## config.mk

```make
export PLATFORM = sky130hd
export DESIGN_NAME = mips_core
export DESIGN_NICKNAME = d
export VERILOG_FILES = /design/src/common/mips_pkg.sv /design/src/design/cpu/mips_core.sv /design/src/design/cpu/mips_decoder.sv /design/src/design/cpu/mips_regfile.sv
export SDC_FILE = /design/constraint.sdc
export NUM_CORES = 2
export LEC_CHECK = 0
export CORE_UTILIZATION = 63
export CTS_BUF_LIST = sky130_fd_sc_hd__clkbuf_2
export DETAILED_ROUTE_END_ITERATION = 7
export DONT_BUFFER_PORTS = 1
export PLACE_DENSITY = 0.89
export SLEW_MARGIN = 20
export SYNTH_ARGS = -nofsm -noshare
export SYNTH_HDL_FRONTEND = slang
export SYNTH_SLANG_ARGS = --single-unit
export TNS_END_PERCENT = 30
```

## constraint.sdc

```tcl
create_clock -name clk -period 22.3 [get_ports clk]
set_clock_uncertainty 0.1 [all_clocks]
set_input_delay 4.46 -clock clk [delete_from_list [all_inputs] [get_ports clk]]
set_output_delay 4.46 -clock clk [all_outputs]
set_load 0.01 [all_outputs]
```

## src/common/mips_pkg.sv

```systemverilog
`default_nettype none

package mips_pkg;

    localparam int word_w    = 32;   // data and address width.
    localparam int reg_idx_w = 5;    // register index width.

    localparam logic [reg_idx_w-1:0] reg_v0 = 5'd2;   // result register $v0.

    // primary opcodes of the kept instruction forms.
    typedef enum logic [5:0] {
        OP_SPECIAL = 6'h00,          // r-type, function field selects.
        OP_J       = 6'h02,
        OP_BEQ     = 6'h04,
        OP_BNE     = 6'h05,
        OP_ADDIU   = 6'h09,
        OP_LW      = 6'h23,
        OP_SW      = 6'h2b
    } opcode_e;

    // function field values under OP_SPECIAL.
    typedef enum logic [5:0] {
        FN_JR   = 6'h08,
        FN_ADDU = 6'h21,
        FN_SUBU = 6'h23,
        FN_AND  = 6'h24,
        FN_OR   = 6'h25,
        FN_SLT  = 6'h2a
    } funct_e;

    typedef enum logic [2:0] {
        ALU_ADD = 3'd0,
        ALU_SUB = 3'd1,              // also the equality test for branches.
        ALU_AND = 3'd2,
        ALU_OR  = 3'd3,
        ALU_SLT = 3'd4               // signed compare, result is 0 or 1.
    } alu_op_e;

    typedef enum logic [2:0] {
        ST_IDLE    = 3'd0,           // waiting for run.
        ST_FETCH   = 3'd1,
        ST_EXECUTE = 3'd2,
        ST_MEMORY  = 3'd3            // data access of lw and sw.
    } core_state_e;

endpackage

`default_nettype wire

```

## src/design/cpu/mips_core.sv

```systemverilog
`default_nettype none
`timescale 1ns/1ps

module mips_core import mips_pkg::*; #(
    parameter logic [word_w-1:0] RESET_PC = 32'h4
) (
    input  wire                clk,
    input  wire                arst_n,
    input  wire                run,
    output logic               active,
    output logic [word_w-1:0]  address,
    output logic               read,
    output logic               write,
    output logic [word_w-1:0]  writedata,
    input  wire [word_w-1:0]   readdata,
    input  wire                waitrequest,
    output logic [word_w-1:0]  register_v0
);

    core_state_e          state;
    logic [word_w-1:0]    pc;
    logic [word_w-1:0]    ir;
    logic [word_w-1:0]    pc_plus4;
    logic [word_w-1:0]    branch_target;
    logic [word_w-1:0]    jump_addr;
    logic [word_w-1:0]    alu_b;
    logic [word_w-1:0]    alu_result;
    logic                 take_branch;
    logic                 fetch_done;
    logic                 mem_done;

    logic [reg_idx_w-1:0] rs;
    logic [reg_idx_w-1:0] rt;
    logic [reg_idx_w-1:0] rd;
    logic [word_w-1:0]    imm_ext;
    logic [25:0]          jump_target;
    alu_op_e              alu_op;
    logic                 use_imm;
    logic                 reg_write;
    logic                 write_rt;
    logic                 is_load;
    logic                 is_store;
    logic                 is_beq;
    logic                 is_bne;
    logic                 is_j;
    logic                 is_jr;
    logic                 illegal;

    logic [word_w-1:0]    rs_data;
    logic [word_w-1:0]    rt_data;
    logic                 rf_we;
    logic [reg_idx_w-1:0] rf_wa;
    logic [word_w-1:0]    rf_wd;

    mips_decoder u_decoder (
        .instr       (ir),
        .rs          (rs),
        .rt          (rt),
        .rd          (rd),
        .imm_ext     (imm_ext),
        .jump_target (jump_target),
        .alu_op      (alu_op),
        .use_imm     (use_imm),
        .reg_write   (reg_write),
        .write_rt    (write_rt),
        .is_load     (is_load),
        .is_store    (is_store),
        .is_beq      (is_beq),
        .is_bne      (is_bne),
        .is_j        (is_j),
        .is_jr       (is_jr),
        .illegal     (illegal)
    );

    mips_regfile u_regfile (
        .clk     (clk),
        .arst_n  (arst_n),
        .rs      (rs),
        .rt      (rt),
        .we      (rf_we),
        .wa      (rf_wa),
        .wd      (rf_wd),
        .rs_data (rs_data),
        .rt_data (rt_data),
        .v0      (register_v0)
    );

    assign alu_b = use_imm ? imm_ext : rt_data;

    always_comb begin
        case (alu_op)
            ALU_SUB: alu_result = rs_data - alu_b;
            ALU_AND: alu_result = rs_data & alu_b;
            ALU_OR:  alu_result = rs_data | alu_b;
            ALU_SLT: alu_result = {31'd0, $signed(rs_data) < $signed(alu_b)};
            default: alu_result = rs_data + alu_b;
        endcase
    end

    assign pc_plus4      = pc + 32'd4;
    assign branch_target = pc_plus4 + {imm_ext[29:0], 2'b00};
    assign jump_addr     = {pc_plus4[31:28], jump_target, 2'b00};
    assign take_branch   = !illegal && ((is_beq && (alu_result == '0)) ||
                                        (is_bne && (alu_result != '0)));

    assign fetch_done = (state == ST_FETCH) && !waitrequest;
    assign mem_done   = (state == ST_MEMORY) && !waitrequest;

    // bus outputs follow the state, so a stall holds them unchanged.
    assign read      = (state == ST_FETCH) || ((state == ST_MEMORY) && is_load);
    assign write     = (state == ST_MEMORY) && is_store;
    assign address   = (state == ST_MEMORY) ? alu_result : pc;
    assign writedata = rt_data;
    assign active    = (state != ST_IDLE);

    // alu results land in execute, loads when the read completes.
    assign rf_we = ((state == ST_EXECUTE) && reg_write && !is_load && !illegal) ||
                   (mem_done && is_load);
    assign rf_wa = write_rt ? rt : rd;
    assign rf_wd = (state == ST_MEMORY) ? readdata : alu_result;

    always_ff @(posedge clk or negedge arst_n) begin
        if (!arst_n) begin
            state <= ST_IDLE;
            pc    <= RESET_PC;
        end else begin
            case (state)
                ST_IDLE: begin
                    if (run) begin
                        state <= ST_FETCH;
                        pc    <= RESET_PC;   // each run starts from the entry point.
                    end
                end
                ST_FETCH: begin
                    if (!waitrequest) begin
                        state <= ST_EXECUTE;
                    end
                end
                ST_EXECUTE: begin
                    state <= ST_FETCH;
                    if (is_jr) begin
                        pc <= rs_data;
                        if (rs_data == '0) begin
                            state <= ST_IDLE;    // jr to zero ends the program.
                        end
                    end else if (is_j) begin
                        pc <= jump_addr;
                    end else if (take_branch) begin
                        pc <= branch_target;
                    end else begin
                        pc <= pc_plus4;          // illegal words fall through here.
                        if (is_load || is_store) begin
                            state <= ST_MEMORY;
                        end
                    end
                end
                ST_MEMORY: begin
                    if (!waitrequest) begin
                        state <= ST_FETCH;
                    end
                end
                default: state <= ST_IDLE;
            endcase
        end
    end

    always_ff @(posedge clk) begin
        if (fetch_done) begin
            ir <= readdata;
        end
    end

endmodule

`default_nettype wire

```

## src/design/cpu/mips_decoder.sv

```systemverilog
`default_nettype none
`timescale 1ns/1ps

module mips_decoder import mips_pkg::*; (
    input  wire [word_w-1:0]     instr,
    output logic [reg_idx_w-1:0] rs,
    output logic [reg_idx_w-1:0] rt,
    output logic [reg_idx_w-1:0] rd,
    output logic [word_w-1:0]    imm_ext,
    output logic [25:0]          jump_target,
    output alu_op_e              alu_op,
    output logic                 use_imm,
    output logic                 reg_write,
    output logic                 write_rt,
    output logic                 is_load,
    output logic                 is_store,
    output logic                 is_beq,
    output logic                 is_bne,
    output logic                 is_j,
    output logic                 is_jr,
    output logic                 illegal
);

    logic [5:0] opcode;
    logic [5:0] funct;

    assign opcode      = instr[31:26];
    assign funct       = instr[5:0];
    assign rs          = instr[25:21];
    assign rt          = instr[20:16];
    assign rd          = instr[15:11];
    assign imm_ext     = {{16{instr[15]}}, instr[15:0]};   // sign-extended.
    assign jump_target = instr[25:0];

    always_comb begin
        alu_op    = ALU_ADD;
        use_imm   = 1'b0;
        reg_write = 1'b0;
        write_rt  = 1'b0;
        is_load   = 1'b0;
        is_store  = 1'b0;
        is_beq    = 1'b0;
        is_bne    = 1'b0;
        is_j      = 1'b0;
        is_jr     = 1'b0;
        illegal   = 1'b0;
        case (opcode)
            OP_SPECIAL: begin
                reg_write = 1'b1;                    // all r-type forms but jr.
                case (funct)
                    FN_ADDU: alu_op = ALU_ADD;
                    FN_SUBU: alu_op = ALU_SUB;
                    FN_AND:  alu_op = ALU_AND;
                    FN_OR:   alu_op = ALU_OR;
                    FN_SLT:  alu_op = ALU_SLT;
                    FN_JR: begin
                        reg_write = 1'b0;
                        is_jr     = 1'b1;
                    end
                    default: begin
                        reg_write = 1'b0;
                        illegal   = 1'b1;
                    end
                endcase
            end
            OP_ADDIU: begin
                use_imm   = 1'b1;
                reg_write = 1'b1;
                write_rt  = 1'b1;
            end
            OP_LW: begin
                use_imm   = 1'b1;                    // alu forms rs + offset.
                reg_write = 1'b1;
                write_rt  = 1'b1;
                is_load   = 1'b1;
            end
            OP_SW: begin
                use_imm  = 1'b1;
                is_store = 1'b1;
            end
            OP_BEQ: begin
                alu_op = ALU_SUB;                    // zero result means equal.
                is_beq = 1'b1;
            end
            OP_BNE: begin
                alu_op = ALU_SUB;
                is_bne = 1'b1;
            end
            OP_J:    is_j = 1'b1;
            default: illegal = 1'b1;
        endcase
    end

endmodule

`default_nettype wire

```

## src/design/cpu/mips_regfile.sv

```systemverilog
`default_nettype none
`timescale 1ns/1ps

module mips_regfile import mips_pkg::*; (
    input  wire                 clk,
    input  wire                 arst_n,
    input  wire [reg_idx_w-1:0] rs,
    input  wire [reg_idx_w-1:0] rt,
    input  wire                 we,
    input  wire [reg_idx_w-1:0] wa,
    input  wire [word_w-1:0]    wd,
    output logic [word_w-1:0]   rs_data,
    output logic [word_w-1:0]   rt_data,
    output logic [word_w-1:0]   v0
);

    localparam int NUM_REGS = 2 ** reg_idx_w;

    logic [word_w-1:0] regs [NUM_REGS];

    always_ff @(posedge clk or negedge arst_n) begin
        if (!arst_n) begin
            for (int i = 0; i < NUM_REGS; i++) begin
                regs[i] <= '0;
            end
        end else if (we && (wa != '0)) begin   // $zero stays zero.
            regs[wa] <= wd;
        end
    end

    // reads are asynchronous so execute sees operands in its single cycle.
    assign rs_data = regs[rs];
    assign rt_data = regs[rt];
    assign v0      = regs[reg_v0];

endmodule

`default_nettype wire

```

==> run_results.csv <==
group,metric,value,unit
drt,ant_nets,0,
die,io_pins,135,
sta,setup_ws,6.64,ns
clock_network,postCtsSetupBuffers,0,
global_route,grt_max_degree,228,
drt,num_vias,55800,
global_route,grt_pass1_wl,334,mm
clock_network,numCtsBuffers,287,
clock_network,cts_tree,"built",
critical_path,reg2reg_depth,25,
place,dpl.hpwl,137,mm
clock_network,cts_htree_levels,5,
power,powerDensity,74.8,nW/µm²
critical_path,cp_data_required_time,17.74,ns
critical_path,cp.arrival,11.10,ns
drt,drc,3,
run,cap_violations,0,
sta,max_freq,0.0638,GHz
layout,syn_to_final_growth,4.92,%
die,dieArea,103000,µm²
power,power_leakage,29.3,nW
place,dp_slack,8.83,ns
synth,ys_seq_area_share,43.0,%
sta,layout_min_cycle_time,15.66,ns
sta,tightest_slew,1.28,ns
place,place.gp.congestion,1.05,
clock_network,ctsHoldBuffers,0,
die,fp-row-count,116,
synth,async_flop_share,97.1,%
die,start_util,63.6,%
worst_hold_path,hold_path_end,"u_regfile.regs[997]",
synth,synth-seq-cells,1090,
critical_path,critPathKind,"reg -> out",
sta,final.period_utilization,70.2,%
synth,syn_nets,6209,
synth,synth_area_per_cell,10.6,µm²
die,die_width,320,µm
critical_path,r2r_end,"pc[5]",
die,die_h,320,µm
global_route,grt_usage,43.6,%
clock_network,cts_buffer_depth,4,
synth,syn_inst,6027,
worst_hold_path,min_path_cells,0,
power,ir_drop,0.0836,mV
synth,synth.distinct_cells,87,
place,dpl_cell_area,64400,µm²
synth,synth_edf_count,32,
sta,slew-limit-headroom,12.0,%
clock_network,clk_pin_slew_worst_paths,0.15,ns
critical_path,critical_path.endpoint_type,"primary output",
die,coreArea,100000,µm²
drt,via_per_inst,7.54,
sta,hold_viol_final,0,
critical_path,r2r_slack,10.32,ns
layout,fin_cells,7402,
global_route,overflow,0,
critical_path,r2r-start,"ir[22]",
worst_hold_path,min-delay-start,"u_regfile.regs[997]",
layout,final_cell_mix,"1144 x nand2_1, 1086 x o21ai_0, 1057 x dfrtp_1",
critical_path,path_max_fanout,51,
drt,drt-total-wl,228,mm
sta,finalSetupTns,0,ns
layout,final_area,66900,µm²
sta,rsz0062_at_grt,"false",
status,violations,"design-rule violations",
drt,wl_per_cell,30.8,µm
synth,synth_warnings,0,
synth,synth_top_flop_cell,"dfrtp_1",
layout,drive_gt1_share,21.4,%
worst_hold_path,hold_class,"reg -> reg",
sta,setup_viol_count_final,0,
synth,syn-cell-area,63800,µm²
place,dp_cells,6918,
drt,drt_iter0_drc,9934,
clock_network,clock_latency,1.70,ns
layout,final_common_cell,"nand2_1",
drt,first_pass_iters,8,
clock_network,ctsResizeCount,0,
global_route,antenna_found_initial,10,
global_route,grt_pass1_vias,56200,
clock_network,cts.root.buffer_cell,"clkbuf_2",
status,run_status,"complete, but fails checks",
clock_network,cts.sinks,1090,
layout,nets,6035,
critical_path,crit_path_start_kind,"flip-flop",
place,port-buffer-count,0,
sta,slew_violations,0,
==> cell usage after synthesis (16+ instances only) <==
library cell / number / area [µm²]
dfrtp_1: 1057 / 26500
o21ai_0: 1099 / 5500
edfxtp_1: 32 / 961
buf_4: 33 / 248
a22oi_1: 52 / 390
a211oi_1: 17 / 128
buf_1: 52 / 195
o21bai_1: 26 / 195
o221ai_1: 31 / 272
or3_1: 18 / 113
mux4_2: 604 / 13600
nor3_1: 48 / 240
or2_2: 22 / 138
mux2_2: 34 / 383
clkbuf_1: 483 / 1810
nor2_1: 230 / 863
nand2_1: 1174 / 4410
and3_1: 16 / 100
nand4_1: 30 / 188
xnor2_1: 49 / 429
inv_1: 136 / 510
a21o_1: 27 / 203
nand3_1: 49 / 245
ha_1: 144 / 1800
a21oi_1: 132 / 661
mux2i_1: 133 / 1330
==> logic make-up after synthesis <==
family | share of synthesized area [%]
flops | 43.0
xor+xnor | 0.851
fa+ha+maj | 2.89
mux | 24.0
buf+inv | 4.53
compound gates | 13.8
simple gates | 10.9
==> stage by stage <==
step	utilization (%)	hold WS (ns)	total power, mW
final	66.8	0.303	5.01
after detailed placement	64.2	0.282	3.57
after global placement	64.2	0.276	3.55
after CTS	66.6	0.309	4.91
after global routing	66.7	0.323	5.16
after floorplan	-	0.341	3.09
==> state kept, by name (all words and copies together), names as in the netlist <==
signal	flops
ir	32
u_regfile.v0	32
state	2
pc	32
u_regfile.regs	992
==> worst max-delay path by stage <==
| stage | start | endpoint | slack, ns | cells after the start |
|---|---|---|---|---|
| 4_1_cts | ir[22] | address[23] | 7.04 | 20 |
| 3_5_place_dp | ir[22] | address[23] | 8.83 | 20 |
| 6_report | ir[22] | address[23] | 6.64 | 20 |
| 3_3_place_gp | ir[22] | address[23] | 8.97 | 20 |
| 2_1_floorplan | ir[21] | address[23] | 10.53 | 23 |
| 5_1_grt | ir[22] | address[23] | 6.44 | 20 |
==> per-layer routing <==
| layer | GRT usage (%) | routed length [µm] | up-vias |
|---|---|---|---|
| met5 | 0.804 | 296 | - |
| met4 | 31.3 | 20600 | 14 |
| met3 | 19.5 | 39700 | 1841 |
| met2 | 61.4 | 95300 | 5756 |
| met1 | 53.5 | 72300 | 26500 |
| li1 | - | - | 21700 |
==> area by class of cell <==
cell class / instances / area [µm²]
inverter: 139 / 526
timing repair buffer: 120 / 1110
clock inverter: 78 / 414
tap: 1357 / 1700
clock buffer: 388 / 1940
sequential: 1090 / 27400
multi-input combinational: 4215 / 33800
fill: 6701 / 33300
antenna: 15 / 37.5
==> worst max-delay path, cell delays in order (launching register included) <==
cell       delay (ns)
edfxtp_1         1.18
buf_4            0.83
buf_4            0.62
buf_4            0.70
mux4_2           0.45
mux4_2           0.50
mux2i_1          0.85
inv_1            0.21
ha_1             0.51
or3_1            0.49
nor4_1           0.30
nand2_1          0.12
o41ai_1          0.26
a21oi_1          0.20
a2111oi_2        0.39
buf_4            0.23
o211ai_1         0.16
and2_1           0.21
a221o_1          0.34
a221oi_1         0.54
a21oi_1          0.24
==> report_power, final <==
group          internal [mW]  leakage, nW  switching [mW]
Clock                  0.513         1.83           0.879
Sequential              2.03         15.1          0.0706
Combinational          0.458         12.4            1.05
Total                   3.00         29.3            2.00
(Power assumes the default switching activity.)
